[src/softmax_defs.svh]
/*
 * Word format, tile geometry and fixed-point constants for the softmax datapath
 */
`ifndef SOFTMAX_DEFS_SVH
`define SOFTMAX_DEFS_SVH

// Q16.16 element format
`define SOFTMAX_WIDTH 32
`define SOFTMAX_FRAC 16

// Vector geometry, element count must be a whole number of tiles
`define SOFTMAX_TILE 4
`define SOFTMAX_ELEMS 32
`define SOFTMAX_TILES (`SOFTMAX_ELEMS / `SOFTMAX_TILE)
`define SOFTMAX_ADDR_W ($clog2(`SOFTMAX_TILES))

// Exp sum grows by log2 of the element count
`define SOFTMAX_SUM_W (`SOFTMAX_WIDTH + $clog2(`SOFTMAX_ELEMS + 1))
`define SOFTMAX_TILE_W (`SOFTMAX_WIDTH * `SOFTMAX_TILE)

// ln(2) and log2(e) in Q16.16
`define SOFTMAX_LN2_Q 32'h0000_B172
`define SOFTMAX_LOG2E_Q 32'h0001_7154

`endif

[src/softmax_pkg.sv]
/*
 * Shared types: Q16.16 word with integer/fraction view, controller states
 */
`include "softmax_defs.svh"

package softmax_pkg;

    // One Q16.16 word, seen whole or split at the binary point
    typedef union packed {
        logic signed [`SOFTMAX_WIDTH-1:0] raw;
        struct packed {
            logic signed [`SOFTMAX_WIDTH-`SOFTMAX_FRAC-1:0] int_part;
            logic [`SOFTMAX_FRAC-1:0]                       frac;
        } fields;
    } q16_word_t;

    // Phases of one softmax run
    typedef enum logic [2:0] {
        S_IDLE   = 3'd0,
        S_LOAD   = 3'd1,
        S_PASS1  = 3'd2,
        S_DRAIN1 = 3'd3,
        S_LN     = 3'd4,
        S_PASS2  = 3'd5,
        S_DONE   = 3'd6
    } softmax_state_t;

endpackage

[src/exp_unit.sv]
/*
 * Per-lane offset subtraction and base-2 exponent approximation for one tile
 */
`timescale 1ns/1ps
`include "softmax_defs.svh"

module exp_unit import softmax_pkg::*; (
    input  logic [`SOFTMAX_TILE_W-1:0]  rd_tile,
    input  q16_word_t                   max_val,
    input  q16_word_t                   ln_sum,
    input  logic                        use_ln,
    output logic [`SOFTMAX_TILE_W-1:0]  exp_tile
);

    localparam int W    = `SOFTMAX_WIDTH;
    localparam int FRAC = `SOFTMAX_FRAC;
    localparam int TILE = `SOFTMAX_TILE;
    localparam logic signed [W-1:0] LOG2E = `SOFTMAX_LOG2E_Q;
    // Below -32.0 every shift empties the mantissa
    localparam int SAT_LO = -(32 << `SOFTMAX_FRAC);

    logic signed [W-1:0] ln_off;

    // Second pass also removes ln(sum)
    assign ln_off = use_ln ? $signed(ln_sum.raw) : '0;

    for (genvar g = 0; g < TILE; g++) begin : g_lane
        logic signed [W-1:0]   x_lane;
        logic signed [W+1:0]   diff;
        logic signed [2*W+1:0] prod;
        logic signed [2*W+1:0] scaled;
        q16_word_t             word;
        logic [5:0]            shamt;
        logic [W-1:0]          mant;

        assign x_lane = $signed(rd_tile[(TILE-1-g)*W +: W]);

        // Two extra bits keep x - max - ln from wrapping
        assign diff = x_lane - $signed(max_val.raw) - ln_off;

        // e^d = 2^(d * log2 e)
        assign prod   = diff * LOG2E;
        assign scaled = prod >>> FRAC;

        always_comb begin
            if (scaled < SAT_LO) begin
                word.raw = SAT_LO;
            end else begin
                word.raw = scaled[W-1:0];
            end
        end

        // Integer part sets the shift and the fraction gives 1 + f
        assign shamt = 6'(-word.fields.int_part);
        assign mant  = {{(W-FRAC-1){1'b0}}, 1'b1, word.fields.frac};

        assign exp_tile[(TILE-1-g)*W +: W] = (shamt >= 6'd32) ? '0 : (mant >> shamt);
    end

endmodule

[config.mk]
export PLATFORM = sky130hd
export DESIGN_NAME = exp_unit
export DESIGN_NICKNAME = d
export VERILOG_FILES = /design/src/softmax_pkg.sv /design/src/exp_unit.sv
export VERILOG_INCLUDE_DIRS = /design/src
export SDC_FILE = /design/constraint.sdc
export NUM_CORES = 2
export LEC_CHECK = 0
export BUFFER_PORTS_ARGS = -buffer_cell sky130_fd_sc_hd__buf_4
export CAP_MARGIN = 20
export CORE_MARGIN = 1.5
export CORE_UTILIZATION = 40
export DETAILED_ROUTE_END_ITERATION = 7
export GPL_TIMING_DRIVEN = 0
export PLACE_DENSITY = 0.6
export SYNTH_ARGS = -nofsm -noshare
export SYNTH_HDL_FRONTEND = slang
export SYNTH_SLANG_ARGS = --single-unit
[constraint.sdc]
create_clock -name vclk -period 22.8
set_input_delay 4.56 -clock vclk [all_inputs]
set_output_delay 4.56 -clock vclk [all_outputs]
set_load 0.02 [all_outputs]
==> reports/metrics.cfg <==
[timing]
slew_violations=0
worst_slew_pin_slew_ps=1250
max_slew_margin_pct=16.3
worst_slack_ps=265
setup_viol=0
period_needed_ps=22530
post-route-period-util_pct=98.8
fmax_mhz=44.4
final_hold_viol_count=0

[drt]
firstDrtPassIters=6
vias_per_cell=5.41
vias=46200
remaining_drc_errors=0
final_antenna_net_count=0
drt_iter0_drc=3063
wl_per_cell_um=19.8
routed_wl_um=170000

[die]
coreArea_mm2=0.136
num_rows=135
io_pins=321
die_area_mm2=0.139
die_w_um=373
initial_core_util_pct=40.4
die_h_um=373

[place]
dp_hpwl_um=151000
io_buffers=261
pre_cts_ws_ps=-192
place_congestion=1.02

[worst_setup_path]
start_kind=input pin
cp_max_fo=10
path_class=in2out
slowest_stage=fa_1
required_ps=18240
critPathMaxStageDelay_ps=570
cp-end-kind=primary output
crit_arrival_ps=17970
crit_start=use_ln

[grt]
antenna_found_initial=9
grt_pass1_vias=46900
grt_pass1_wl_um=266000
gr-total-overflow=0
grt_max_degree=26
gr-usage-all-layers_pct=24.1

[outcome]
status=finished, final reports clean

[synth]
syn_area_mm2=0.0548
netlist-cell-type-count=116
ys_warn_count=0
ys_seq_area_share_pct=0
syn_inst=6403
syn_area_per_cell_um2=8.57

[cells_and_area]
clock_buffers=0
final_layout_size_suffix_gt1_share_pct=8.41
n_sequential_cell=0
final_core_util_pct=44.1
seq_area_um2=0
final_nets=8801
syn2layout_area_growth_pct=9.18

[flow_run]
cap_violations=0

[hold_path]
holdPathEnd=exp_tile[102]
holdPathStages=10
min_path_type=in2out
min_from=rd_tile[126]

[clocking]
postCtsHoldBufs=0

==> synth_stat cells (21+ instances only) <==
master | number | area [µm²]
buf_4 | 62 | 465
a21oi_1 | 395 | 1980
xor2_1 | 114 | 998
and3_1 | 49 | 307
or2_2 | 27 | 169
o31ai_1 | 26 | 195
xnor2_1 | 230 | 2010
clkbuf_1 | 103 | 387
a21o_1 | 127 | 953
inv_1 | 1338 | 5020
nor4_1 | 21 | 131
a211oi_1 | 51 | 383
ha_1 | 961 | 12000
or3_1 | 28 | 175
o21ai_0 | 220 | 1100
and4_1 | 21 | 184
o21bai_1 | 51 | 383
buf_2 | 30 | 150
o21a_1 | 48 | 360
and2_1 | 35 | 219
nand3_1 | 102 | 510
a31oi_1 | 30 | 188
nor2_1 | 291 | 1090
nor3_1 | 82 | 410
o211ai_1 | 38 | 285
nand2b_1 | 52 | 325
mux2i_1 | 110 | 1100
nand2_1 | 351 | 1320
fa_1 | 880 | 17600
nor2b_1 | 44 | 275
mux2_2 | 24 | 270
nand4_1 | 78 | 488
o22ai_1 | 27 | 169
==> worst max path at each step <==
stage	endpoint
floorplan	exp_tile[100]
global route	exp_tile[38]
CTS	exp_tile[0]
finish	exp_tile[64]
detailed placement	exp_tile[64]
global placement	exp_tile[64]
==> per-stage QoR <==
| stage | cell area, µm² | cells | setup TNS (ps) | hold slack, ps |
|---|---|---|---|---|
| global route | 59900 | 8547 | -11.4 | 10790 |
| detailed placement | 59500 | 8531 | -423 | 10680 |
| floorplan | 55100 | 6462 | 0 | 10200 |
| global placement | 59300 | 8504 | -21670 | 10860 |
| finish | 59900 | 8548 | 0 | 10710 |
| CTS | 59500 | 8531 | 0 | 10700 |
==> critical path: cells and delay by family <==
kind	cells	cell delay (ps)
compound gates	11	3700
xor+xnor	1	320
fa+ha+maj	10	4070
buf+inv	14	2460
mux	1	390
simple gates	11	2430
==> final cells by class <==
| class | instances | area [µm²] |
|---|---|---|
| Inverter | 1344 | 5040 |
| Buffer | 212 | 1110 |
| Antenna cell | 2 | 5.00 |
| Fill cell | 13700 | 75900 |
| Multi-Input combinational cell | 4906 | 49200 |
| Tap cell | 1781 | 2230 |
| Timing Repair Buffer | 303 | 2300 |
==> routing by layer <==
layer,up-vias,GRT usage (%),part of all wire [%]
met3,135,6.54,9.3
met5,-,0.0686,0.056
met1,22800,33.6,45
li1,21900,-,-
met4,16,3.47,1.7
met2,1373,37.9,44
==> repair_timing <==
item	CTS	global route
pin swaps	0	4
setup endpoints to repair	10	68
resized for setup	3	54
setup buffers	0	10
==> placed cells by master, fill, tap and decap left out, types with 38 or more instances in the layout <==
master / netlist / final
a211oi_1: 51 / 50
a21o_1: 127 / 127
a21oi_1: 395 / 395
and3_1: 49 / 49
buf_4: 62 / 360
clkbuf_1: 103 / 96
conb_1: 1 / 60
fa_1: 880 / 880
ha_1: 961 / 960
inv_1: 1338 / 1338
mux2i_1: 110 / 110
nand2_1: 351 / 336
nand2b_1: 52 / 52
nand3_1: 102 / 102
nand4_1: 78 / 78
nor2_1: 291 / 291
nor2b_1: 44 / 44
nor3_1: 82 / 82
o211ai_1: 38 / 38
o21a_1: 48 / 48
o21ai_0: 220 / 218
o21bai_1: 51 / 50
xnor2_1: 230 / 218
xor2_1: 114 / 108
==> cell families after synthesis <==
| group | after synthesis | synth area share, % |
|---|---|---|
| adders and majority gates | 1845 | 54.1 |
| buffers and inverters | 1556 | 11.2 |
| AOI/OAI and AO/OA | 1258 | 14.9 |
| and+or+nand+nor | 1256 | 11.4 |
| xor gates and xnor gates | 347 | 5.60 |
| muxes | 140 | 2.71 |
| other | 1 | 0.00684 |
