--- src/softmax_defs.svh ---
/*
 * Word format, tile geometry and fixed-point constants for the softmax datapath
 */
`ifndef SOFTMAX_DEFS_SVH
`define SOFTMAX_DEFS_SVH

// Q16.16 element format
`define SOFTMAX_WIDTH 32
`define SOFTMAX_FRAC 16

// Vector geometry, element count must be a whole number of tiles
`define SOFTMAX_TILE 4
`define SOFTMAX_ELEMS 32
`define SOFTMAX_TILES (`SOFTMAX_ELEMS / `SOFTMAX_TILE)
`define SOFTMAX_ADDR_W ($clog2(`SOFTMAX_TILES))

// Exp sum grows by log2 of the element count
`define SOFTMAX_SUM_W (`SOFTMAX_WIDTH + $clog2(`SOFTMAX_ELEMS + 1))
`define SOFTMAX_TILE_W (`SOFTMAX_WIDTH * `SOFTMAX_TILE)

// ln(2) and log2(e) in Q16.16
`define SOFTMAX_LN2_Q 32'h0000_B172
`define SOFTMAX_LOG2E_Q 32'h0001_7154

`endif

--- src/softmax_pkg.sv ---
/*
 * Shared types: Q16.16 word with integer/fraction view, controller states
 */
`include "softmax_defs.svh"

package softmax_pkg;

    // One Q16.16 word, seen whole or split at the binary point
    typedef union packed {
        logic signed [`SOFTMAX_WIDTH-1:0] raw;
        struct packed {
            logic signed [`SOFTMAX_WIDTH-`SOFTMAX_FRAC-1:0] int_part;
            logic [`SOFTMAX_FRAC-1:0]                       frac;
        } fields;
    } q16_word_t;

    // Phases of one softmax run
    typedef enum logic [2:0] {
        S_IDLE   = 3'd0,
        S_LOAD   = 3'd1,
        S_PASS1  = 3'd2,
        S_DRAIN1 = 3'd3,
        S_LN     = 3'd4,
        S_PASS2  = 3'd5,
        S_DONE   = 3'd6
    } softmax_state_t;

endpackage

--- src/ln_unit.sv ---
/*
 * Natural log of the exp sum from its leading-one position, registered on load
 */
`timescale 1ns/1ps
`include "softmax_defs.svh"

module ln_unit import softmax_pkg::*; (
    input  logic                        clk,
    input  logic                        rst_n,
    input  logic                        ln_load,
    input  logic [`SOFTMAX_SUM_W-1:0]   sum_exp,
    output q16_word_t                   ln_sum
);

    localparam int W      = `SOFTMAX_WIDTH;
    localparam int FRAC   = `SOFTMAX_FRAC;
    localparam int INT_W  = `SOFTMAX_WIDTH - `SOFTMAX_FRAC;
    localparam int SUM_W  = `SOFTMAX_SUM_W;
    localparam int LEAD_W = $clog2(`SOFTMAX_SUM_W);
    localparam logic signed [W-1:0] LN2 = `SOFTMAX_LN2_Q;

    logic [LEAD_W-1:0]     lead;
    logic [SUM_W-1:0]      norm;
    q16_word_t             log2_word;
    logic signed [2*W-1:0] ln_prod;

    // Highest set bit wins
    always_comb begin
        lead = '0;
        for (int i = 0; i < SUM_W; i++) begin
            if (sum_exp[i]) begin
                lead = LEAD_W'(i);
            end
        end
    end

    // Leading one moved to the top, the bits under it become the fraction
    assign norm = sum_exp << (SUM_W - 1 - int'(lead));

    // log2(sum) ~ (p - 16) + mantissa bits
    always_comb begin
        log2_word.fields.int_part = INT_W'(int'(lead) - FRAC);
        log2_word.fields.frac     = norm[SUM_W-2 -: FRAC];
    end

    // ln = log2 * ln2, rescaled back to Q16.16
    assign ln_prod = $signed(log2_word.raw) * LN2;

    always_ff @(posedge clk) begin
        if (!rst_n) begin
            ln_sum.raw <= '0;
        end else if (ln_load) begin
            ln_sum.raw <= ln_prod[FRAC +: W];
        end
    end

endmodule

--- config.mk ---
export PLATFORM = sky130hd
export DESIGN_NAME = ln_unit
export DESIGN_NICKNAME = d
export VERILOG_FILES = /design/src/softmax_pkg.sv /design/src/ln_unit.sv
export VERILOG_INCLUDE_DIRS = /design/src
export SDC_FILE = /design/constraint.sdc
export NUM_CORES = 1
export LEC_CHECK = 0
export ABC_AREA = 1
export BUFFER_PORTS_ARGS = -buffer_cell sky130_fd_sc_hd__buf_2
export CAP_MARGIN = 5
export CORE_MARGIN = 4
export CORE_UTILIZATION = 26
export DETAILED_ROUTE_END_ITERATION = 8
export PLACE_DENSITY = 0.43
export SYNTH_ARGS = -nofsm -noshare
export SYNTH_HDL_FRONTEND = slang
export SYNTH_SLANG_ARGS = --single-unit
--- constraint.sdc ---
create_clock -name clk -period 27.3 [get_ports clk]
set_input_delay 5.46 -clock clk [delete_from_list [all_inputs] [get_ports clk]]
set_output_delay 5.46 -clock clk [all_outputs]
set_load 0.02 [all_outputs]
==> results of run 1 <==
==> per-layer routing <==
| layer | track usage, % | vias up | part of all wire, % | wire [um] |
|---|---|---|---|---|
| met3 | 1.02 | 25 | 3.1 | 916 |
| met2 | 23.5 | 158 | 45 | 13200 |
| met1 | 20.7 | 4124 | 51 | 15000 |
| met4 | 2.06 | 0 | 1.2 | 357 |
| met5 | 0 | - | 0 | 0 |
| li1 | - | 4595 | - | - |
==> kinds of logic (layout without fill, tap and decap cells) <==
kind of cell    Yosys count  count (layout)  share of synthesized area, %
fa+ha+maj               283             283                          44.3
xor+xnor                 23              23                          1.98
simple gates            540             540                          23.4
mux                       1               1                        0.0986
compound gates          211             211                          12.0
flops                    24              24                          4.73
buf+inv                 346             385                          13.5
==> per-stage QoR <==
step / instance area [sq um] / util [%] / cells
after floorplan: 10200 / - / 1428
after global placement: 11000 / 28.5 / 1982
after detailed placement: 11000 / 28.5 / 1982
after CTS: 11100 / 28.7 / 1985
after global routing: 11100 / 28.7 / 1985
final: 11100 / 28.7 / 1985
==> cell usage in the layout (no fill, tap or decap), types with 19 or more instances in the layout <==
cell,n
o21ai_1,19
fa_1,127
nand2_2,24
buf_2,72
nor2_1,147
a21oi_1,56
o21ai_0,73
xor2_1,19
inv_1,289
nand3_1,84
ha_1,156
dfxtp_1,24
nand2_1,238
==> cell type report <==
cell class                 instances  area (sq um)  area share [%]
inverter                         300          1130            10.2
clock buffer                       3          75.1           0.677
timing repair buffer              82           435            3.93
sequential                        24           480            4.33
tap                              518           648            5.85
multi-input combinational       1058          8320            75.1
==> worst max-delay path by stage <==
stage	from	to	slack [ns]
after global placement	sum_exp[3]	ln_sum[21]$_SDFFE_PN0P_	12.10
after floorplan	sum_exp[3]	ln_sum[21]$_SDFFE_PN0P_	13.75
after detailed placement	sum_exp[3]	ln_sum[18]$_SDFFE_PN0P_	12.23
after global routing	sum_exp[3]	ln_sum[21]$_SDFFE_PN0P_	11.47
final	sum_exp[3]	ln_sum[21]$_SDFFE_PN0P_	12.47
after CTS	sum_exp[3]	ln_sum[21]$_SDFFE_PN0P_	12.46
==> worst max-delay path, delay by kind of cell <==
family	cells	cell delay, ns
AO/OA/AOI/OAI	8	1.93
adder cells (fa/ha/maj)	8	3.59
AND/OR/NAND/NOR	19	2.19
buffers and inverters	12	1.73
XOR/XNOR	1	0.07
==> summary.txt, run 1 <==
Timing
  – Fmax: 0.0674 GHz
  – Hold_ws: 0.539 ns
  – Sum Neg Setup Slack: 0 ns
  – Fin Clk Skew: 0 ns
  – Worst-Margin Slew: just under 1 ns
  – RSZ-0062 raised after global routing: false
  – Final Max Tran Viols: 0
  – Final Hold Vio Count: 0
  – Final worst-path setup slack: roughly 12 ns
  – Post-layout min period: 14.83 ns
  – Final period util: 54.3%
  – Rel. slew slack: 34.1%
  – Setup violation total in the final timing report: 0

Floorplan
  – Die Y: 206 um
  – Initial core utilization: about a quarter
  – DIE AREA: roughly 0.042 sq mm
  – Core footprint: roughly 0.039 sq mm
  – Num ports: 73
  – Row Count: 72
  – Die W: ~210 um

Placed design
  – DP HPWL: approximately 26,000 um
  – Port Buffer Count: 72
  – Gpl congestion: ~0.85
  – Pre-CTS setup slack: about 12 ns

Worst setup path
  – FF-to-FF setup slack: approximately 27 ns
  – Most used cell along the critical path: nand2_1
  – Required time worst endpoint: 27.45 ns
  – CP max-delay cell: a21oi_1
  – Worst r2r src: ln_sum[30]$_SDFFE_PN0P_
  – Delay of the slowest critical-path stage: roughly 0.70 ns
  – CP startpoint kind: input pin
  – Crit-path max FO: 49
  – R2R depth: 4
  – CP arrival: between 10 and 15 ns
  – Crit path kind: in -> reg
  – CP Capture Type: flip-flop
  – Worst r2r dst: ln_sum[30]$_SDFFE_PN0P_

Drt
  – DR DRC count: 0
  – Final ANT Viol Nets: 0
  – Via count: between 8,000 and 9,000
  – DRT Pass-1 Iters: 5
  – Vias per Instance: approximately 4.5
  – Total wire length: 29,400 um
  – Post-DR wirelength/cell: 14.8 um
  – Starting DRC count in detailed routing: 366

Finish
  – Area grow syn2layout: 9.20%
  – ANT cells: 0
  – FILL cells: approximately 4,300
  – Share of cells above drive strength 1: approximately 9.9%
  – Biggest register: ln_sum
  – Max FFs per register: 24
  – Nets: approximately 1,800
  – Largest regs: ln_sum (24)

Logic synthesis
  – Yosys warns: 0
  – Post-synth top area share: between 20% and 30%
  – Syn_area_per_cell: a little over 7 sq um
  – Top post-synthesis cells by area: fa_1 25%, ha_1 19%, inv_1 11%
  – Top cells by count, synth: 289 x inv_1, 238 x nand2_1, 156 x ha_1
  – Yosys top cell by area: fa_1
  – Ys flop type: dfxtp_1
  – Area of the mapped netlist: between 0.01 and 0.015 sq mm
  – Count leader, synth: inv_1
  – Number of synthesized flops with an enable pin: 0
  – Syn_nets: about 1,800
  – Syn Inst Count: 1,428
  – Post-synthesis sequential area ratio: 4.73%
  – #FFs+latches synth: 24
  – Distinct cells, synth: 50
  – Ys async rst share: 0%

GRT
  – Gr usage total: 14.2%
  – Vias in the first global route: roughly 9,300
  – Antenna violations before repair: 0
  – Largest net degree at the start of global routing: 50
  – First-pass GRT wire length: about 49,000 um
  – Remaining Overflow, GRT: 0

Outcome
  – Outcome: completed

CTS
  – Root buffer cell: clkbuf_16
  – TritonCTS buffer count: 3
  – Buffer count from post-CTS setup fixing: 0
  – H-tree depth: 1
  – Clock Sinks: 24
  – Cts repair resizes: 0
  – Worst-Skew Late Latency: 0.25 ns
  – CTS tree: done
  – Max Root-Sink Buffers: 2
  – Reg clk slew, reported paths: about 0.060 ns
  – Cts hold-fix bufs: 0

Worst hold path
  – WHS Endpoint: ln_sum[20]$_SDFFE_PN0P_
  – Worst hold stages: 2
  – HP Start: ln_sum[20]$_SDFFE_PN0P_
  – Worst Hold Class: reg -> reg

Run
  – Max_cap viols: 0
Power of run 1 is left out: the tool's default activity adds up to more than one toggle a clock period on the data nets, which glitch-free logic cannot reach.
==> inputs of run 2 (changes only) <==
Settings changed: PLACE_DENSITY 0.43 to 0.44.
Clock period 27.3 ns to 12.87 ns, I/O delays scaled along.
==> summary.txt, run 2 (same netlist as run 1, synthesis figures left out) <==
CTS
  – TritonCTS buffer count: 3
  – Clock Sinks: 24
  – H-tree depth: 1
  – Cts hold-fix bufs: 0
  – Worst-Skew Late Latency: approximately 0.25 ns
  – Buffer count from post-CTS setup fixing: 0
  – Cts repair resizes: 0
  – Root buffer cell: clkbuf_16
  – CTS tree: done
  – Max Root-Sink Buffers: 2
  – Reg clk slew, reported paths: 0.06 ns

Timing
  – Sum Neg Setup Slack: 0 ns
  – Setup violation total in the final timing report: 0
  – RSZ-0062 raised after global routing: false
  – Final Hold Vio Count: 0
  – Fmax: 0.0863 GHz
  – Rel. slew slack: 32.2%
  – Final period util: 90.1%
  – Post-layout min period: approximately 12 ns
  – Fin Clk Skew: 0 ns
  – Worst-Margin Slew: roughly 1.0 ns
  – Final Max Tran Viols: 0

GRT
  – First-pass GRT wire length: around 49,000 um
  – Vias in the first global route: slightly above 9,000
  – Antenna violations before repair: 0
  – Remaining Overflow, GRT: 0
  – Gr usage total: between 10 and 15%
  – Largest net degree at the start of global routing: between 40 and 50

Drt
  – DR DRC count: 0
  – DRT Pass-1 Iters: 7
  – Final ANT Viol Nets: 0
  – Total wire length: between 20,000 and 30,000 um
  – Vias per Instance: between 4 and 5
  – Via count: a little under 9,000
  – Post-DR wirelength/cell: about 15 um
  – Starting DRC count in detailed routing: between 300 and 400

Finish
  – Nets: between 1,500 and 2,000
  – Area grow syn2layout: 9.32%
  – Most frequent cells in the layout: 289 x inv_1, 238 x nand2_1, 156 x ha_1
  – Most common cell after layout, fill and taps aside: inv_1
  – Biggest register: ln_sum
  – Share of cells above drive strength 1: about a tenth
  – FILL cells: about 4,400
  – Max FFs per register: 24
  – Largest regs: ln_sum (24)
  – ANT cells: 0

Floorplan
  – Core footprint: a little under 0.04 sq mm
  – Initial core utilization: a little over a quarter
  – Die W: 206 um
  – Die Y: a little over 200 um
  – DIE AREA: roughly 0.042 sq mm
  – Num ports: 73
  – Row Count: 72

Worst setup path
  – Delay of the slowest critical-path stage: between 0.6 and 0.7 ns
  – CP startpoint kind: input pin
  – Crit path kind: in -> reg
  – CP arrival: roughly 12 ns
  – Crit-path max FO: 18
  – Required time worst endpoint: around 13 ns
  – CP max-delay cell: a31oi_2
  – CP Capture Type: flip-flop

Run
  – Max_cap viols: 0

Placed design
  – Gpl congestion: between 0.8 and 0.9
  – DP HPWL: around 25,000 um
  – Port Buffer Count: just over 70

Outcome
  – Outcome: completed

Worst hold path
  – Worst Hold Class: reg -> reg
[run 2: path summary, 6_finish.rpt]
check / start / endpoint / slack (ns) / cells past startpoint
setup / recovery: sum_exp[8] / ln_sum[21]$_SDFFE_PN0P_ / 1.28 / 43
hold / removal: ln_sum[20]$_SDFFE_PN0P_ / ln_sum[20]$_SDFFE_PN0P_ / 0.53 / 2
setup reg to reg: ln_sum[30]$_SDFFE_PN0P_ / ln_sum[30]$_SDFFE_PN0P_ / 12.09 / 4
hold reg to reg: ln_sum[20]$_SDFFE_PN0P_ / ln_sum[20]$_SDFFE_PN0P_ / 0.53 / 2
[run 2: area by class of cell]
cell class | instances | area, sq um | area share [%]
repair buffers | 86 | 465 | 4.19
flip-flops and latches | 24 | 480 | 4.33
well taps | 518 | 648 | 5.84
multi-input cells | 1058 | 8300 | 74.8
inverters | 300 | 1130 | 10.1
clock buffers | 3 | 75.1 | 0.677
[run 2: routing by layer]
metal	global-route usage, %	part of all wire, %	up-vias
li1	-	-	4602
met1	20.8	51	4090
met2	23.8	45	132
met3	0.347	2.6	8
met4	1.12	0.44	0
met5	0	0	-
[run 2: worst max-delay path: cells and delay by family]
family | cells | cell delay (ns)
fa+ha+maj | 8 | 3.64
compound gates | 13 | 2.81
simple gates | 14 | 1.86
buf+inv | 8 | 0.83
[run 2: through the flow]
stage	hold slack, ns	util (%)	setup WS (ns)	instance area (sq um)	std cells
after global routing	0.573	28.7	0.384	11100	1989
after floorplan	0.592	-	2.20	10200	1428
final	0.533	28.7	1.28	11100	1989
after detailed placement	0.520	28.5	0.995	11000	1986
after global placement	0.517	28.5	0.999	11000	1986
after CTS	0.537	28.7	1.25	11100	1989
Power of run 2 is left out for the same reason.
