[src/softmax_defs.svh]
/*
 * Word format, tile geometry and fixed-point constants for the softmax datapath
 */
`ifndef SOFTMAX_DEFS_SVH
`define SOFTMAX_DEFS_SVH

// Q16.16 element format
`define SOFTMAX_WIDTH 32
`define SOFTMAX_FRAC 16

// Vector geometry, element count must be a whole number of tiles
`define SOFTMAX_TILE 4
`define SOFTMAX_ELEMS 32
`define SOFTMAX_TILES (`SOFTMAX_ELEMS / `SOFTMAX_TILE)
`define SOFTMAX_ADDR_W ($clog2(`SOFTMAX_TILES))

// Exp sum grows by log2 of the element count
`define SOFTMAX_SUM_W (`SOFTMAX_WIDTH + $clog2(`SOFTMAX_ELEMS + 1))
`define SOFTMAX_TILE_W (`SOFTMAX_WIDTH * `SOFTMAX_TILE)

// ln(2) and log2(e) in Q16.16
`define SOFTMAX_LN2_Q 32'h0000_B172
`define SOFTMAX_LOG2E_Q 32'h0001_7154

`endif

[src/softmax_pkg.sv]
/*
 * Shared types: Q16.16 word with integer/fraction view, controller states
 */
`include "softmax_defs.svh"

package softmax_pkg;

    // One Q16.16 word, seen whole or split at the binary point
    typedef union packed {
        logic signed [`SOFTMAX_WIDTH-1:0] raw;
        struct packed {
            logic signed [`SOFTMAX_WIDTH-`SOFTMAX_FRAC-1:0] int_part;
            logic [`SOFTMAX_FRAC-1:0]                       frac;
        } fields;
    } q16_word_t;

    // Phases of one softmax run
    typedef enum logic [2:0] {
        S_IDLE   = 3'd0,
        S_LOAD   = 3'd1,
        S_PASS1  = 3'd2,
        S_DRAIN1 = 3'd3,
        S_LN     = 3'd4,
        S_PASS2  = 3'd5,
        S_DONE   = 3'd6
    } softmax_state_t;

endpackage

[src/max_tracker.sv]
/*
 * Running signed maximum over the accepted input tiles
 */
`timescale 1ns/1ps
`include "softmax_defs.svh"

module max_tracker import softmax_pkg::*; (
    input  logic                        clk,
    input  logic                        rst_n,
    input  logic                        max_clear,
    input  logic                        max_en,
    input  logic [`SOFTMAX_TILE_W-1:0]  x_tile,
    output q16_word_t                   max_val
);

    localparam int W    = `SOFTMAX_WIDTH;
    localparam int TILE = `SOFTMAX_TILE;
    localparam logic signed [W-1:0] MOST_NEG = {1'b1, {(W-1){1'b0}}};

    logic signed [W-1:0] tile_max;
    logic signed [W-1:0] lane;

    // Largest lane of this tile, element 0 sits in the top chunk
    always_comb begin
        tile_max = $signed(x_tile[TILE*W-1 -: W]);
        lane     = tile_max;
        for (int i = 1; i < TILE; i++) begin
            lane = $signed(x_tile[(TILE-1-i)*W +: W]);
            if (lane > tile_max) begin
                tile_max = lane;
            end
        end
    end

    always_ff @(posedge clk) begin
        if (!rst_n || max_clear) begin
            max_val.raw <= MOST_NEG;
        end else if (max_en && (tile_max > $signed(max_val.raw))) begin
            max_val.raw <= tile_max;
        end
    end

endmodule

[config.mk]
export PLATFORM = sky130hd
export DESIGN_NAME = max_tracker
export DESIGN_NICKNAME = d
export VERILOG_FILES = /design/src/softmax_pkg.sv /design/src/max_tracker.sv
export VERILOG_INCLUDE_DIRS = /design/src
export SDC_FILE = /design/constraint.sdc
export NUM_CORES = 1
export LEC_CHECK = 0
export BUFFER_PORTS_ARGS = -buffer_cell sky130_fd_sc_hd__buf_2
export CORE_ASPECT_RATIO = 1.5
export CORE_MARGIN = 2
export CORE_UTILIZATION = 50
export CTS_CLUSTER_SIZE = 16
export DETAILED_ROUTE_END_ITERATION = 8
export PLACE_DENSITY_LB_ADDON = 0.05
export REMOVE_ABC_BUFFERS = 1
export SETUP_SLACK_MARGIN = 0.1
export SYNTH_ARGS = -nofsm -noshare
export SYNTH_HDL_FRONTEND = slang
export SYNTH_SLANG_ARGS = --single-unit
export TNS_END_PERCENT = 10
[constraint.sdc]
create_clock -name clk -period 9.5 [get_ports clk]
set_clock_uncertainty 0.05 [all_clocks]
set_input_delay 0.475 -clock clk [delete_from_list [all_inputs] [get_ports clk]]
set_output_delay 0.475 -clock clk [all_outputs]
set_load 0.03 [all_outputs]
==> results.tsv, run 1 <==
stage	metric	value	unit
global_routing	gr usage total	0.373	
global_routing	largest net degree at the start of global routing	49	
floorplan	Die Wd	96.3	um
setup_path	CP required	9630	ps
sta	RSZ-0062 raised after global routing	yes	
yosys	synth unique cells	57	
sta	final setup vio count	32	
yosys	Syn Inst Count	831	
yosys	FF+latch count, synth	32	
cells_and_area	layout filler cell count	846	
placed_design	placed cell count	1302	
detailed_routing	Routed WL	28400	um
floorplan	FP Rows	50	
global_routing	GRT busiest layer	met2	
global_routing	routing usage on met3	0.0477	
clocking	CTS root buf	clkbuf_16	
sta	Final Hold Fails	0	
placed_design	port bufs	163	
placed_design	DP HPWL	20400	um
sta	Final Cycle Share	1.03	
global_routing	GR Layer Usage met2	0.661	
yosys	top-count cell post-synth	ha_1	
detailed_routing	DRC viols	0	
yosys	async set-reset flop share out of synthesis	0	
global_routing	M1 GR Usage	0.413	
cells_and_area	non-filler cells, final	1352	
power_and_ir_drop	pwr/cell area	208	mW/mm2
floorplan	die outline area	0.0137	mm2
placed_design	Routability Congestion	0.922	
setup_path	Critical Path Fanout Max	11	
clocking	CTS tree	done	
setup_path	CP max stage cell	or4_4	
sta	post-route minimum period	9740	ps
cells_and_area	Layout area overhead	60.8	%
status	failing checks	setup timing	
sta	Max Freq	103	MHz
setup_path	Setup crit end kind	register	
cells_and_area	biggest registers after layout	max_val: 32 flops	
setup_path	CP max stage delay	550	ps
sta	Slew @ Worst Pin	1050	ps
yosys	synth warn	0	
yosys	largest cells by area after synthesis	ha_1 (25%), dfxtp_1 (10%), a311oi_2 (6.3%), and4b_1 (4.9%), nor2_1 (4.8%)	
setup_path	CP bufs+invs	13	
yosys	Syn Area/Cell	7.69	um2
detailed_routing	DR pass1 iterations	7	
setup_path	Worst setup SP type	primary input	
floorplan	Die Span Y	142	um
sta	Max-slew headroom	0.300	
cells_and_area	ratio of cells with drive above 1 in the final layout	0.503	
detailed_routing	WL per Instance	21.0	um
detailed_routing	antenna viol nets, final	0	
status	outcome	finished, violations left	
clocking	Worst-path clk slew	70	ps
floorplan	Starting Density	0.511	
sta	Slew Viols, Final	0	
power_and_ir_drop	Peak VDD IR	0.000105	V
clocking	worst-case clock buffer depth	2	
setup_path	CP dominant cell by count	buf_4	
cells_and_area	final net count	1453	
placed_design	dpl ws	-1190	ps
hold_path	Tightest Hold Check Type	in2reg	
setup_path	CP arrival	9870	ps
job	Max-Cap Viols	0	
clocking	clock sink total	32	
power_and_ir_drop	leakage power	4.87	nW
global_routing	total grt overflow	0	
clocking	Worst-Skew Late Latency	290	ps
clocking	H-tree levels	2	
floorplan	Core ar.	0.0125	mm2
detailed_routing	Via density	6.36	
setup_path	CP top delay family	simple AND/OR/NAND/NOR gates	
cells_and_area	max reg flops	32	
detailed_routing	initial drt markers	510	
yosys	EDFF count, synth	0	
floorplan	io pins	164	
yosys	top cell type's share of synthesized area	0.247	
yosys	cell taking the most area after synthesis	ha_1	
detailed_routing	vias post-DR	8600	
clocking	CTS buffer count	5	
global_routing	initial antenna violation count	0	
setup_path	critical path class	in2reg	
yosys	Post-synth top cells	ha_1 (126), nor2_1 (81), inv_1 (76), a21oi_1 (60), clkbuf_1 (39)	
yosys	Post-synth top flop	dfxtp_1	
yosys	Seq/Total Area, Yosys	0.100	
cells_and_area	Top reg by flops	max_val	
global_routing	number of global-route vias before repair	8499	
cells_and_area	n_diodes	0	
yosys	synthesized area	0.00639	mm2
clocking	cts hold-fix bufs	0	
global_routing	global-route wire length before repair	40400	um
sta	fin worst setup slack	-241	ps
==> area by class of cell <==
class,count,area [um2],area share
flip-flops and latches,32,641,0.0623
well taps,156,195,0.0190
multi-input cells,674,6110,0.595
clock buffers,8,146,0.0142
inverters,76,285,0.0278
repair buffers,406,2900,0.282
==> placed cells by master, fill, tap and decap left out, drive strengths merged, types with 3 or more instances in the layout <==
cell and count:
a211o 4, a211oi 5, a21boi 32, a21o 20, a21oi 60, a22oi 32, a311oi 33, and3 4
and4 3, and4b 31, buf 402, clkbuf 12, dfxtp 32, ha 126, inv 76, mux2i 4
nand2 25, nand2b 7, nand3 9, nand4 29, nor2 81, nor2b 6, nor3 34, nor4 6
o211ai 6, o21ai 21, o31ai 33, or2 32, or3 3, or4 3, xnor2 3
==> what timing repair did <==
item                                    in CTS  in global routing
pin swaps                                   41                 66
cloned                                       2                  6
endpoints found under the setup margin      32                 32
gates resized for setup                     69                148
buffers inserted                            16                 20
==> worst paths after layout <==
check,endpoint,depth (start not counted),slack [ps],startpoint
hold / removal,max_val[6]$_SDFFE_PP0P_,3,410,x_tile[6]
setup / recovery,max_val[4]$_SDFFE_PP0P_,50,-240,x_tile[118]
hold reg to reg,max_val[19]$_SDFFE_PP0P_,2,450,max_val[19]$_SDFFE_PP0P_
setup reg to reg,max_val[4]$_SDFFE_PP0P_,16,6370,max_val[25]$_SDFFE_PP0P_
==> stage by stage <==
stage                      util  cell area (um2)  power [mW]  hold WS [ps]  setup TNS, ps
final                     0.821            10300        2.14           409          -5330
after global routing      0.821            10300        2.27           427         -11570
after CTS                 0.747             9350        1.87           409              0
after detailed placement  0.701             8770        1.57           435         -35070
after global placement    0.701             8770        1.53           434         -28670
after floorplan               -             6170       0.976           571        -122500
==> report_power, final <==
| group | total, mW | switching, mW | leakage, nW | internal (mW) |
|---|---|---|---|---|
| Clock | 0.179 | 0.0734 | 0.0712 | 0.105 |
| Sequential | 0.188 | 0.0247 | 0.259 | 0.164 |
| Combinational | 1.78 | 0.911 | 4.54 | 0.865 |
| Total | 2.14 | 1.01 | 4.87 | 1.13 |
==> tightest hold or removal path, cell delays in order <==
cell and delay (ps):
buf_2 100, a22oi_1 80, o31ai_1 60
==> kinds of logic (layout without fill, tap and decap cells) <==
logic type | after synthesis | after routing | share of synthesized area
mux | 4 | 4 | 0.00881
flops | 32 | 32 | 0.100
fa+ha+maj | 126 | 126 | 0.247
simple gates | 274 | 274 | 0.242
compound gates | 264 | 265 | 0.316
buf+inv | 126 | 490 | 0.0795
xor+xnor | 5 | 5 | 0.00685
==> per-layer routing <==
layer  vias up  part of all wire
li1       3896                 -
met1      4044              0.35
met2       480              0.50
met3       180             0.068
met4         0             0.079
met5         -                 0
Note: power is estimated with default switching activity, not from simulation.
==> run 2: changes to the inputs <==
--- a/config.mk
+++ b/config.mk
@@ -9,7 +9,7 @@
 export BUFFER_PORTS_ARGS = -buffer_cell sky130_fd_sc_hd__buf_2
 export CORE_ASPECT_RATIO = 1.5
 export CORE_MARGIN = 2
-export CORE_UTILIZATION = 50
+export CORE_UTILIZATION = 55
 export CTS_CLUSTER_SIZE = 16
 export DETAILED_ROUTE_END_ITERATION = 8
 export PLACE_DENSITY_LB_ADDON = 0.05
==> constraint.sdc (replaced) <==
create_clock -name clk -period 11.1 [get_ports clk]
set_clock_uncertainty 0.05 [all_clocks]
set_input_delay 0.555 -clock clk [delete_from_list [all_inputs] [get_ports clk]]
set_output_delay 0.555 -clock clk [all_outputs]
set_load 0.03 [all_outputs]
==> run 2 against run 1 <==
  * The run now ends clean
  * Cell area decreased by 26%
  * Count of clock-buffer cells in the layout decreased by 2
  * Total power decreased by 38%
  * Largest cell class unchanged
==> results.tsv, run 2 (synthesis results as in run 1) <==
stage	metric	value	unit	change
global_routing	number of global-route vias before repair	7221		-15%
status	outcome	finished clean		
sta	Slew @ Worst Pin	911	ps	-137 ps
cells_and_area	final net count	1241		-15%
sta	Max Freq	95.3	MHz	
detailed_routing	vias post-DR	7436		-14%
sta	final setup vio count	0		-100%
cells_and_area	Layout area overhead	19.2	%	
detailed_routing	WL per Instance	20.7	um	-1.5%
clocking	H-tree levels	2		unchanged
global_routing	global-route wire length before repair	35500	um	-12%
setup_path	r2r setup slk	7760	ps	+1390 ps
clocking	Worst-path clk slew	60	ps	about the same
placed_design	dpl ws	218	ps	+1410 ps
power_and_ir_drop	Internal	630	uW	-44%
detailed_routing	antenna viol nets, final	0		unchanged
clocking	CTS buffer count	5		unchanged
sta	Final Cycle Share	0.945		
cells_and_area	biggest registers after layout	max_val: 32 flops		
power_and_ir_drop	pwr/cell area	173	mW/mm2	-17%
power_and_ir_drop	Power Total	1.32	mW	-38%
clocking	cts hold-fix bufs	0		unchanged
clocking	CTS tree	done		
setup_path	Worst setup SP type	primary input		
job	Max-Cap Viols	0		unchanged
detailed_routing	initial drt markers	475		-6.9%
power_and_ir_drop	Net Sw Frac	0.522		+0.0513
cells_and_area	Top reg by flops	max_val		
power_and_ir_drop	Peak VDD IR	0.000109	V	+3.6%
cells_and_area	most frequent cells in the layout	buf_2 (163), ha_1 (126), nor2_1 (81)		
sta	RSZ-0062 raised after global routing	no		
floorplan	Starting Density	0.560		+0.0493
sta	Slew Viols, Final	0		unchanged
detailed_routing	Via density	6.56		+3.2%
clocking	Worst-Skew Late Latency	280	ps	about the same
clocking	worst-case clock buffer depth	2		unchanged
floorplan	Core ar.	0.0114	mm2	-8.8%
floorplan	Die Span Y	136	um	-4.5%
floorplan	io pins	164		unchanged
global_routing	gr usage total	0.356		-0.0172
sta	fin worst setup slack	611	ps	+852 ps
detailed_routing	DRC viols	0		unchanged
placed_design	port bufs	163		unchanged
clocking	clock sink total	32		unchanged
cells_and_area	ratio of cells with drive above 1 in the final layout	0.272		-0.231
detailed_routing	Routed WL	23500	um	-17%
setup_path	CP arrival	10620	ps	+750 ps
setup_path	CP max stage delay	580	ps	+30 ps
power_and_ir_drop	Flop pwr share	0.123		+0.035
placed_design	DP HPWL	18400	um	-9.9%
power_and_ir_drop	Clk pwr share	0.106		+0.023
setup_path	CP max stage cell	or4_1		
floorplan	die outline area	0.0125	mm2	-8.8%
setup_path	CP required	11230	ps	+1600 ps
clocking	CTS root buf	clkbuf_16		
setup_path	CP dominant cell by count	a21o_1		
sta	Final Hold Fails	0		unchanged
hold_path	Tightest Hold Check Type	reg2reg		
sta	Total Negative Setup Slacks	0	ps	+5330 ps
power_and_ir_drop	leakage power	3.64	nW	-25%
sta	Max-slew headroom	0.391		+0.0912
power_and_ir_drop	Comb power frac	0.771		-0.058
cells_and_area	n_diodes	0		unchanged
sta	post-route minimum period	10490	ps	
power_and_ir_drop	sw power	689	uW	-32%
setup_path	Critical Path Fanout Max	40		+29
sta	minimum hold slack	458	ps	+49.9 ps
placed_design	Routability Congestion	0.999		+8.4%
setup_path	critical path class	in2reg		
cells_and_area	commonest non-fill, non-tap cell in the layout	buf_2		
cells_and_area	max reg flops	32		unchanged
floorplan	FP Rows	48		-4.0%
setup_path	Setup crit end kind	register		
cells_and_area	Layout Utilization	0.667		-0.154
global_routing	total grt overflow	0		unchanged
floorplan	Die Wd	92.0	um	-4.5%
global_routing	largest net degree at the start of global routing	41		-16%
global_routing	initial antenna violation count	0		unchanged
detailed_routing	DR pass1 iterations	5		-2
-- run 2: changes by cell type in the layout (fill, tap and decap cells not counted), moves of 9 or more --
cell / change
buf_6: -16
a21oi_1: +24
nor2_1: +9
ha_4: -22
a21oi_2: -23
o31ai_1: +9
a21boi_0: +11
or2_4: -14
buf_4: -180
or2_2: +14
ha_1: +24
-- run 2: final timing paths --
kind,startpoint,endpoint,depth (start not counted)
setup / recovery,x_tile[123],max_val[31]$_SDFFE_PP1P_,47
hold / removal,max_val[7]$_SDFFE_PP0P_,max_val[7]$_SDFFE_PP0P_,2
setup reg to reg,max_val[3]$_SDFFE_PP0P_,max_val[31]$_SDFFE_PP1P_,13
hold reg to reg,max_val[7]$_SDFFE_PP0P_,max_val[7]$_SDFFE_PP0P_,2
-- run 2: metal layers --
layer  global-route usage  up-vias  part of all wire
met5                    0        -                 0
met4                0.149        0             0.045
met3               0.0388       86             0.073
met2                0.664      404              0.50
met1                0.408     3477              0.38
li1                     -     3469                 -
-- run 2: cell type report --
cell class | instances | area (um2)
Inverter | 76 | 285
Multi-Input combinational cell | 675 | 5310
Clock buffer | 6 | 129
Fill cell | 1058 | 3800
Clock inverter | 1 | 5.00
Sequential cell | 32 | 641
Timing Repair Buffer | 193 | 1060
Tap cell | 150 | 188
-- run 2: timing repair --
action,4_1_cts,5_1_grt
hold endpoints to repair,0,0
setup endpoints to repair,0,32
buffers inserted,0,2
resized for setup,0,6
-- run 2: through the flow --
stage,instances,area [um2]
3_5_place_dp,1122,7420
3_3_place_gp,1122,7420
6_report,1133,7610
2_1_floorplan,781,6170
4_1_cts,1129,7550
5_1_grt,1133,7610
-- run 2: critical path: cells and delay by family --
family | cells | cell delay (ps)
compound gates | 21 | 4440
xor+xnor | 1 | 320
fa+ha+maj | 4 | 1190
buf+inv | 8 | 1400
simple gates | 13 | 2680
-- run 2: power by group through the flow --
stage / Combinational [mW] / Clock [mW] / Sequential (mW)
floorplan: 0.628 / 0 / 0.207
finish: 1.02 / 0.140 / 0.162
detailed placement: 0.983 / 0 / 0.164
global route: 1.11 / 0.143 / 0.165
CTS: 0.988 / 0.139 / 0.162
global placement: 0.957 / 0 / 0.163
