**src/softmax_defs.svh**
```systemverilog
/*
 * Word format, tile geometry and fixed-point constants for the softmax datapath
 */
`ifndef SOFTMAX_DEFS_SVH
`define SOFTMAX_DEFS_SVH

// Q16.16 element format
`define SOFTMAX_WIDTH 32
`define SOFTMAX_FRAC 16

// Vector geometry, element count must be a whole number of tiles
`define SOFTMAX_TILE 4
`define SOFTMAX_ELEMS 32
`define SOFTMAX_TILES (`SOFTMAX_ELEMS / `SOFTMAX_TILE)
`define SOFTMAX_ADDR_W ($clog2(`SOFTMAX_TILES))

// Exp sum grows by log2 of the element count
`define SOFTMAX_SUM_W (`SOFTMAX_WIDTH + $clog2(`SOFTMAX_ELEMS + 1))
`define SOFTMAX_TILE_W (`SOFTMAX_WIDTH * `SOFTMAX_TILE)

// ln(2) and log2(e) in Q16.16
`define SOFTMAX_LN2_Q 32'h0000_B172
`define SOFTMAX_LOG2E_Q 32'h0001_7154

`endif

```
**src/sum_accumulator.sv**
```systemverilog
/*
 * Lane adder for one exp tile and the wide running exp sum
 */
`timescale 1ns/1ps
`include "softmax_defs.svh"

module sum_accumulator (
    input  logic                        clk,
    input  logic                        rst_n,
    input  logic                        sum_clear,
    input  logic                        sum_en,
    input  logic [`SOFTMAX_TILE_W-1:0]  exp_tile,
    output logic [`SOFTMAX_SUM_W-1:0]   sum_exp
);

    localparam int W     = `SOFTMAX_WIDTH;
    localparam int TILE  = `SOFTMAX_TILE;
    localparam int SUM_W = `SOFTMAX_SUM_W;

    logic [SUM_W-1:0] tile_sum;

    // Exp values are never negative, so lanes zero-extend
    always_comb begin
        tile_sum = '0;
        for (int i = 0; i < TILE; i++) begin
            tile_sum = tile_sum + SUM_W'(exp_tile[(TILE-1-i)*W +: W]);
        end
    end

    // Cleared at the start of a run, one tile added per strobe
    always_ff @(posedge clk) begin
        if (!rst_n || sum_clear) begin
            sum_exp <= '0;
        end else if (sum_en) begin
            sum_exp <= sum_exp + tile_sum;
        end
    end

endmodule

```
**config.mk**
```make
export PLATFORM = sky130hd
export DESIGN_NAME = sum_accumulator
export DESIGN_NICKNAME = d
export VERILOG_FILES = /design/src/sum_accumulator.sv
export VERILOG_INCLUDE_DIRS = /design/src
export SDC_FILE = /design/constraint.sdc
export NUM_CORES = 1
export LEC_CHECK = 0
export ABC_AREA = 1
export BUFFER_PORTS_ARGS = -buffer_cell sky130_fd_sc_hd__buf_2
export CORE_MARGIN = 5
export CORE_UTILIZATION = 56
export DETAILED_ROUTE_END_ITERATION = 8
export PLACE_DENSITY_LB_ADDON = 0.25
export SYNTH_ARGS = -nofsm -noshare
export SYNTH_HDL_FRONTEND = slang
export SYNTH_SLANG_ARGS = --single-unit
```
**constraint.sdc**
```tcl
create_clock -name clk -period 3.93 [get_ports clk]
set_input_delay 0.1965 -clock clk [delete_from_list [all_inputs] [get_ports clk]]
set_output_delay 0.1965 -clock clk [all_outputs]
set_load 0.02 [all_outputs]
```
==> results.md, run 1 <==
* Post-Syn Nets at 1370
* Number of flip-flops in the largest register at 38
* Fmax at 292 MHz
* Clk sinks at 38
* Critical path peak fanout at 4
* Rows at 41
* Placer congestion estimate at 0.902
* Die height at 123 um
* Htree depth at 2
* Avg Inst Size Synth at 6.44 um^2
* R2R Path Start: sum_exp[1]$_SDFFE_PP0P_
* Post-synthesis sequential area ratio at 0.107
* Final ANT Viol Nets at 0
* Post-layout instance area at 8290 um^2
* Worst hold start: sum_clear
* Hold Vio Cnt, Final at 0
* Most frequent cell after synthesis: inv_1
* Cell Count Post-Placement at 1439
* Hold WC Path Type: in -> reg
* Most frequent cells after synthesis: 437 x inv_1, 219 x nand2_1, 95 x fa_1
* Layout cells sized above 1 at 0.169
* Vias per cell at 4.56
* Buffers inserted by post-CTS timing repair at 0
* Largest regs: sum_exp x38
* Total power at 4.63 mW
* Critical path class: in -> reg
* Die ar. at 15000 um^2
* Area of the multi-input gates at 4640 um^2
* Pwr dens at 559 nW/um^2
* Final Setup Violations at 0
* DRC at 0
* Clock transition at path regs at 0.06 ns
* Fin crit period at 3.42 ns
* Leakage at 5.49 nW
* Clock buffer depth at 2
* Setup Skew at 0.00410 ns
* Starting Density at 0.568
* Area post-placement at 8150 um^2
* EDFF count, synth at 0
* Final Cycle Share at 0.871
* Area Overhead vs Synth at 16.7%
* Setup_tns at 0 ns
* Top reg by flops: sum_exp
* Mapped Area at 7110 um^2
* Net count, final at 1540
* Pre-antenna DRT Iters at 5
* Share of the synthesized area in the top cell type at 0.268
* Placeable Area at 12500 um^2
* Gr ovfl total at 0
* VDD IR-drop max at 0.262 mV
* Initial antenna violation count at 0
* Vias in the first global route at 6600
* Crit start category: primary input
* Netlist cell types at 36
* CTS Root Cell: clkbuf_16
* Critical path capture point type: register
* Synthesized instance count at 1104
* IO Pins at 170
* #FFs+latches synth at 38
* RSZ-0062 raised after global routing: false
* Slew Limit Headroom at 0.229
* Max Cap Viol at 0
* CTS tree: built
* Top cell type by total area after synthesis: fa_1
* Clock latency on the worst-skew pair at 0.29 ns
* Total Routing Usage GR at 0.232
* Cts repair resizes at 0
* Post-synth ARST share at 0
* Critical path data required time at 4.12 ns
* Top cells by area, synth: fa_1 27%, inv_1 23%, nand2_1 12%
* Via count at 6594
* Ys Warns at 0
* Hold buffer count at CTS at 0
* Least-Margin Pin Slew at 1.16 ns
* First-pass GRT wire length at 28500 um
* Top FF cell, synth: dfxtp_1
* PortBufs at 169
* Max Slew Vio Count at 0
* Routed len/inst at 11.5 um
* Detailed Place HPWL at 14700 um
* Largest net degree at the start of global routing at 32
* Initial DRC Count at 211
* Fill count at 1237
* FF+latch area at 761 um^2
* Number of CTS-inserted buffers at 5
* Die width at 123 um
* Number of diodes at 0
* Final wirelength at 16700 um
* Status: complete, no violations
* CP startpoint: exp_tile[1]
* Post-Layout Cell Count at 1447
* Worst Path Arrival at 3.61 ns
## report_power, final
part | leakage [nW] | internal, mW | switching (mW)
sequential | 0.311 | 0.440 | 0.0310
clock | 0.0739 | 0.252 | 0.181
combinational | 5.10 | 1.31 | 2.42
total | 5.49 | 2.00 | 2.63
## path summary, 6_finish.rpt
check | to | slack, ns | depth (start not counted)
worst max-delay path | sum_exp[23]$_SDFFE_PP0P_ | 0.51 | 21
worst min-delay path | sum_exp[36]$_SDFFE_PP0P_ | 0.31 | 5
worst max register to register | sum_exp[23]$_SDFFE_PP0P_ | 1.13 | 18
worst min register to register | sum_exp[0]$_SDFFE_PP0P_ | 0.49 | 2
## logic make-up after synthesis
group / Yosys count / synth area share
xor+xnor: 18 / 0.0222
flops: 38 / 0.107
buf+inv: 452 / 0.241
simple gates: 359 / 0.217
compound gates: 103 / 0.0773
fa+ha+maj: 134 / 0.336
## cell type report
class	count	area share
tap	172	0.0259
multi-input combinational	614	0.559
sequential	38	0.0917
clock buffer	7	0.0172
timing repair buffer	173	0.106
clock inverter	1	0.000603
inverter	442	0.200
## cell usage in the layout (no fill, tap or decap), drive strengths merged, types with 2 or more instances in the layout
cell type and n:
o21a 2, a21oi 64, ha 39, o21ai 30, nor3 4, xor2 15
clkinv 4, xnor2 3, clkbuf 7, nor2 59, nor4 2, dfxtp 38
inv 439, o21bai 5, fa 95, nand3 50, nand2 239, buf 173
## metal layers
layer | track usage | wire (um) | up-vias
li1 | - | - | 3427
met1 | 0.287 | 7090 | 3003
met2 | 0.431 | 8490 | 146
met3 | 0.0336 | 914 | 18
met4 | 0.0441 | 173 | 0
met5 | 0 | 0 | -
## through the flow
| step | setup slack [ns] | util | hold slack [ns] |
|---|---|---|---|
| 3_3_place_gp | 0.298 | 0.651 | 0.475 |
| 2_1_floorplan | 0.670 | - | 0.413 |
| 5_1_grt | 0.243 | 0.663 | 0.326 |
| 4_1_cts | 0.536 | 0.663 | 0.322 |
| 6_report | 0.507 | 0.663 | 0.313 |
| 3_5_place_dp | 0.229 | 0.651 | 0.477 |
## worst max-delay path, stage by stage
cell	delay, ns
buf_2	0.08
inv_1	0.05
fa_1	0.55
fa_1	0.45
fa_1	0.46
inv_1	0.07
ha_1	0.17
inv_1	0.06
fa_1	0.40
inv_1	0.13
nand3_1	0.10
nand3_2	0.12
nand2_1	0.06
nand2_1	0.10
nand3_1	0.07
nand2_1	0.18
nand2_1	0.10
nand3_1	0.08
nand3_1	0.08
nand2_1	0.07
inv_1	0.04
Power figures use the tool's default switching activity.
==> run 2, diff against run 1 <==
Settings changed: ABC_AREA 1 to unset, CORE_UTILIZATION 56 to 55, CTS_CLUSTER_SIZE set to 24.
==> results.md, run 2 <==
* Status: complete, no violations
* Rows at 39 (-4.9%)
* Initial antenna violation count at 0 (unchanged)
* Starting Density at 0.560 (-0.00750)
* Crit start category: primary input
* Hold WC Path Type: in -> reg
* Avg Inst Size Synth at 8.06 um^2 (+25%)
* Pwr dens at 808 nW/um^2 (+45%)
* Layout cells sized above 1 at 0.316 (+0.147)
* Hold Vio Cnt, Final at 0 (unchanged)
* Number of flip-flops in the largest register at 38 (unchanged)
* EDFF count, synth at 0 (unchanged)
* Dpl ws at -0.348 ns (-0.576 ns)
* Initial DRC Count at 184 (-13%)
* Final wirelength at 14600 um (-13%)
* Commonest non-fill, non-tap cell in the layout: inv_1
* Mapped Area at 6400 um^2 (-10%)
* R2R Setup Slk at 0.61 ns (-0.52 ns)
* Clock transition at path regs at 0.07 ns (about the same)
* Worst reg2reg path depth at 14 (-4)
* DR top layer: met4
* Area post-placement at 7820 um^2 (-4.1%)
* CTS tree: built
* Net count, final at 1292 (-16%)
* Largest regs: sum_exp x38
* Number of CTS-inserted buffers at 5 (unchanged)
* Total Routing Usage GR at 0.203 (-0.0293)
* Leakage at 4.84 nW (-12%)
* Routed len/inst at 12.4 um (+8.0%)
* Ys Warns at 0 (unchanged)
* Hold_ws at 0.346 ns (+0.0326 ns)
* Max Slew Vio Count at 0 (unchanged)
* Hold EP: sum_exp[32]$_SDFFE_PP0P_
* Die ar. at 13900 um^2 (-7.7%)
* Worst Hold Depth at 4 (-1)
* Met2 wire length at 7750 um (-8.8%)
* Post-Layout Cell Count at 1170 (-19%)
* IO Pins at 170 (unchanged)
* Vias per cell at 4.80 (+5.4%)
* Top FF cell, synth: dfxtp_1
* Die height at 118 um (-3.9%)
* Vias in the first global route at 5802 (-12%)
* Area Overhead vs Synth at 30.8%
* Critical path peak fanout at 3 (-1)
* Slew Limit Headroom at 0.380 (+0.151)
* Number of diodes at 0 (unchanged)
* Share of the synthesized area in the top cell type at 0.297 (+0.0297)
* Synthesized instance count at 794 (-28%)
* CTS Root Cell: clkbuf_16
* Detailed Place HPWL at 11800 um (-19%)
* Top cells by area, synth: fa_1 30%, inv_1 18%, dfxtp_1 12%
* Netlist cell types at 68 (+89%)
* Max Cap Viol at 0 (unchanged)
* Critical path class: in -> reg
* Via count at 5618 (-15%)
* Largest net degree at the start of global routing at 29 (-9.4%)
* Gr ovfl total at 0 (unchanged)
* Htree depth at 2 (unchanged)
* Fmax at 254 MHz (-13%)
* Clock buffer depth at 2 (unchanged)
* DRC at 0 (unchanged)
* Least-Margin Pin Slew at 0.930 ns (-0.226 ns)
* Cell Count Post-Placement at 1152 (-20%)
* Post-Syn Nets at 1060 (-23%)
* Final WS setup at 0.000397 ns (-0.506 ns)
* Post-layout instance area at 8370 um^2 (+0.91%)
* Final Cycle Share at 1.00 (+0.129)
* Total power at 6.77 mW (+46%)
* Met3 WL at 663 um (-27%)
* #FFs+latches synth at 38 (unchanged)
* Top reg by flops: sum_exp
* Die width at 118 um (-3.9%)
* Critical path data required time at 4.09 ns (-0.03 ns)
* VDD IR-drop max at 0.511 mV (+95%)
* Placeable Area at 11400 um^2 (-8.8%)
* Setup Skew at 0.00978 ns (+0.00568 ns)
* Critical path capture point type: register
* Clk sinks at 38 (unchanged)
* RSZ-0062 raised after global routing: true
* Commonest cells after routing, fill and taps aside: 294 x inv_1, 167 x buf_2, 93 x fa_1, 74 x buf_4, 46 x nor2_1
* Top cell type by total area after synthesis: fa_1
* R2R Path End: sum_exp[33]$_SDFFE_PP0P_
* Clock latency on the worst-skew pair at 0.28 ns (about the same)
* Placer congestion estimate at 0.890 (-1.3%)
* Pre-antenna DRT Iters at 4 (-1)
* PortBufs at 169 (unchanged)
* Most frequent cells after synthesis: 308 x inv_1, 95 x fa_1, 46 x nor2_1
* M1 WL at 6020 um (-15%)
* Worst hold start: sum_clear
* Post-synthesis sequential area ratio at 0.119 (+0.0119)
* Post-synth ARST share at 0 (unchanged)
* R2R Path Start: sum_exp[4]$_SDFFE_PP0P_
* First-pass GRT wire length at 24500 um (-14%)
* Most frequent cell after synthesis: inv_1
* Final ANT Viol Nets at 0 (unchanged)
* Final Setup Violations at 0 (unchanged)
* Worst Path Arrival at 4.09 ns (+0.48 ns)
* Fin crit period at 3.93 ns (+0.506 ns)
## run 2: what timing repair did
action	4_1_cts	5_1_grt
setup buffers	2	8
hold buffers	0	0
pin swaps	5	49
gates resized for setup	1	58
endpoints found under the setup margin	5	20
## run 2: how the worst max path moves through the flow
| stage | startpoint | end | slack [ns] | cells after the start |
|---|---|---|---|---|
| 4_1_cts | exp_tile[1] | sum_exp[35]$_SDFFE_PP0P_ | 0.01 | 18 |
| 6_report | exp_tile[68] | sum_exp[33]$_SDFFE_PP0P_ | 0.0004 | 19 |
| 3_5_place_dp | exp_tile[1] | sum_exp[35]$_SDFFE_PP0P_ | -0.35 | 18 |
| 5_1_grt | exp_tile[68] | sum_exp[33]$_SDFFE_PP0P_ | -0.10 | 19 |
| 3_3_place_gp | exp_tile[1] | sum_exp[29]$_SDFFE_PP0P_ | -0.20 | 18 |
| 2_1_floorplan | exp_tile[14] | sum_exp[33]$_SDFFE_PP0P_ | 0.008 | 18 |
## run 2: final cells by class
type,count,area (um^2)
multi-input combinational,429,4680
fill,918,3050
timing repair buffer,244,1430
inverter,308,1160
sequential,38,761
tap,143,179
clock buffer,5,125
clock inverter,3,40.0
## run 2: routing by layer
metal	up-vias	track usage
met2	115	0.376
met5	-	0
li1	2810	-
met1	2683	0.254
met3	10	0.0336
met4	0	0.0272
## run 2: cells by family (layout without fill, tap and decap cells)
logic type,Yosys count,count (layout),share of synthesized area
multiplexers,28,28,0.0442
XOR/XNOR,28,28,0.0383
AND/OR/NAND/NOR,127,127,0.0968
buffers and inverters,327,560,0.196
adder cells (fa/ha/maj),134,134,0.373
flip-flops,38,38,0.119
AO/OA/AOI/OAI,112,112,0.133
## run 2: through the flow
| step | utilization | TNS, ns |
|---|---|---|
| 2_1_floorplan | - | 0 |
| 3_3_place_gp | 0.685 | -2.50 |
| 3_5_place_dp | 0.685 | -4.49 |
| 4_1_cts | 0.701 | 0 |
| 5_1_grt | 0.733 | -0.228 |
| 6_report | 0.733 | 0 |
## run 2: power breakdown
group	total, mW	internal [mW]	switching (mW)
logic	5.72	2.76	2.97
registers	0.572	0.492	0.0798
clock network	0.471	0.298	0.173
total	6.77	3.55	3.22
## run 2: worst max-delay path, cell delays in order
cell      delay [ns]
buf_6           0.07
inv_2           0.03
fa_1            0.55
inv_2           0.04
fa_1            0.48
inv_1           0.05
fa_1            0.50
inv_2           0.05
ha_4            0.22
o211ai_1        0.30
a21oi_4         0.06
o21ai_2         0.22
o31ai_4         0.11
a311o_2         0.44
buf_6           0.14
o211ai_1        0.14
nand2b_1        0.12
a311oi_2        0.28
o31ai_1         0.10
==> run 3, diff against run 2 <==
Settings changed: RECOVER_POWER set to 25.
==> results.md, run 3 (synthesis gave the netlist of run 2 again) <==
* Status: complete, but fails checks
* Violated checks: setup timing
* RSZ-0062 raised after global routing: true
* Net count, final at 1292 (unchanged)
* Layout cells sized above 1 at 0.300 (-0.0166)
* Clock transition at path regs at 0.07 ns (about the same)
* Commonest non-fill, non-tap cell in the layout: inv_1
* Die height at 118 um (unchanged)
* Final Setup Violations at 1 (+1)
* Top reg by flops: sum_exp
* Number of diodes at 0 (unchanged)
* Via count at 5619 (+0.018%)
* Clock Power Share at 0.070 (about the same)
* Critical path data required time at 4.09 ns (about the same)
* Area post-placement at 7820 um^2 (unchanged)
* IO Pins at 170 (unchanged)
* Leakage at 4.77 nW (-1.5%)
* Area Overhead vs Synth at 30.5%
* Total power at 6.75 mW (-0.22%)
* Final WS setup at -0.00132 ns (-0.00172 ns)
* Total Routing Usage GR at 0.203 (unchanged)
* Htree depth at 2 (unchanged)
* Vias per cell at 4.80 (about the same)
* PortBufs at 169 (unchanged)
* Initial DRC Count at 180 (-2.2%)
* Hold Vio Cnt, Final at 0 (unchanged)
* Largest net degree at the start of global routing at 29 (unchanged)
* Final ANT Viol Nets at 0 (unchanged)
* Placer congestion estimate at 0.890 (unchanged)
* FF+latch area at 761 um^2 (unchanged)
* Vias in the first global route at 5802 (unchanged)
* Initial antenna violation count at 0 (unchanged)
* Number of flip-flops in the largest register at 38 (unchanged)
* Least-Margin Pin Slew at 0.933 ns (+0.00288 ns)
* Clk sinks at 38 (unchanged)
* Die ar. at 13900 um^2 (unchanged)
* First-pass GRT wire length at 24500 um (unchanged)
* Gr ovfl total at 0 (unchanged)
* Dpl ws at -0.348 ns (unchanged)
* Critical path capture point type: register
* CTS tree: built
* Max Slew Vio Count at 0 (unchanged)
* Area of the multi-input gates at 4680 um^2 (unchanged)
* Final wirelength at 14500 um (about the same)
* Hold WC Path Type: in -> reg
* Sw Ratio at 0.477 (+0.000900)
* Post-layout instance area at 8350 um^2 (-0.25%)
* Placeable Area at 11400 um^2 (unchanged)
* Hold_ws at 0.348 ns (+0.00204 ns)
* Commonest cells after routing, fill and taps aside: 294 x inv_1, 150 x buf_2, 93 x fa_1, 74 x buf_4, 46 x nor2_1
* Fill count at 929 (+1.2%)
* Setup Skew at 0.00934 ns (-0.000445 ns)
* Detailed Place HPWL at 11800 um (unchanged)
* Fin crit period at 3.93 ns (+0.00172 ns)
* Psw at 3.22 mW (about the same)
* Number of CTS-inserted buffers at 5 (unchanged)
* Fmax at 254 MHz (about the same)
* Die width at 118 um (unchanged)
* Critical path peak fanout at 3 (unchanged)
* Routed len/inst at 12.4 um (about the same)
* Worst Path Arrival at 4.09 ns (about the same)
* CTS Root Cell: clkbuf_16
* Starting Density at 0.560 (unchanged)
* Pre-antenna DRT Iters at 4 (unchanged)
* DRC at 0 (unchanged)
* Critical path class: in -> reg
* Rows at 39 (unchanged)
* Final Cycle Share at 1.00 (about the same)
* Combinational power share at 0.846 (about the same)
* P_int at 3.53 mW (-0.39%)
* Largest regs: sum_exp x38
* Hold buffer count at CTS at 0 (unchanged)
* Clock latency on the worst-skew pair at 0.28 ns (about the same)
* Clock buffer depth at 2 (unchanged)
* Pwr dens at 809 nW/um^2 (about the same)
* Max Cap Viol at 0 (unchanged)
* VDD IR-drop max at 0.511 mV (about the same)
* Slew Limit Headroom at 0.378 (-0.00192)
* Crit start category: primary input
* Sequential power share at 0.085 (about the same)
run 3: metrics by stage:
step | cells | utilization | TNS, ns
floorplan | 794 | - | 0
global placement | 1152 | 0.685 | -2.50
detailed placement | 1152 | 0.685 | -4.49
CTS | 1162 | 0.701 | 0
global route | 1170 | 0.731 | -0.228
finish | 1170 | 0.731 | -0.00132
run 3: power groups by stage:
stage          clock network [mW]  logic [mW]  registers (mW)
2_1_floorplan                   0        3.32           0.693
3_3_place_gp                    0        4.98           0.575
3_5_place_dp                    0        5.06           0.577
4_1_cts                     0.479        5.12           0.570
5_1_grt                     0.500        6.34           0.590
6_report                    0.470        5.71           0.573
run 3: repair_timing:
action,4_1_cts,5_1_grt
pin swaps,5,49
setup buffers,2,8
setup endpoints to repair,5,20
resized for setup,1,58
run 3: worst paths after layout:
check                      startpoint                  endpoint  slack, ns  cells past startpoint
max                      exp_tile[68]  sum_exp[33]$_SDFFE_PP0P_     -0.001                     19
min                         sum_clear  sum_exp[32]$_SDFFE_PP0P_       0.35                      4
max reg2reg   sum_exp[4]$_SDFFE_PP0P_  sum_exp[33]$_SDFFE_PP0P_       0.61                     14
min reg2reg  sum_exp[34]$_SDFFE_PP0P_  sum_exp[34]$_SDFFE_PP0P_       0.50                      2
run 3: critical path, stage by stage:
cell and delay [ns]:
buf_6 0.07, inv_2 0.03, fa_1 0.55, inv_2 0.04, fa_1 0.48, inv_1 0.05
fa_1 0.50, inv_2 0.05, ha_4 0.22, o211ai_1 0.30, a21oi_4 0.06, o21ai_2 0.22
o31ai_4 0.11, a311o_2 0.44, buf_6 0.14, o211ai_1 0.14, nand2b_1 0.12, a311oi_2 0.28
o31ai_1 0.10
run 3: final cells by class:
type / count / share of cell area
well taps: 143 / 0.0214
inverters: 308 / 0.138
multi-input cells: 429 / 0.561
repair buffers: 244 / 0.168
clock inverters: 3 / 0.00480
flip-flops and latches: 38 / 0.0911
clock buffers: 5 / 0.0150
run 3: per-layer routing:
layer,share of wire,global-route usage
met5,0,0
met4,0.0082,0.0272
met2,0.53,0.376
met3,0.045,0.0336
met1,0.41,0.254
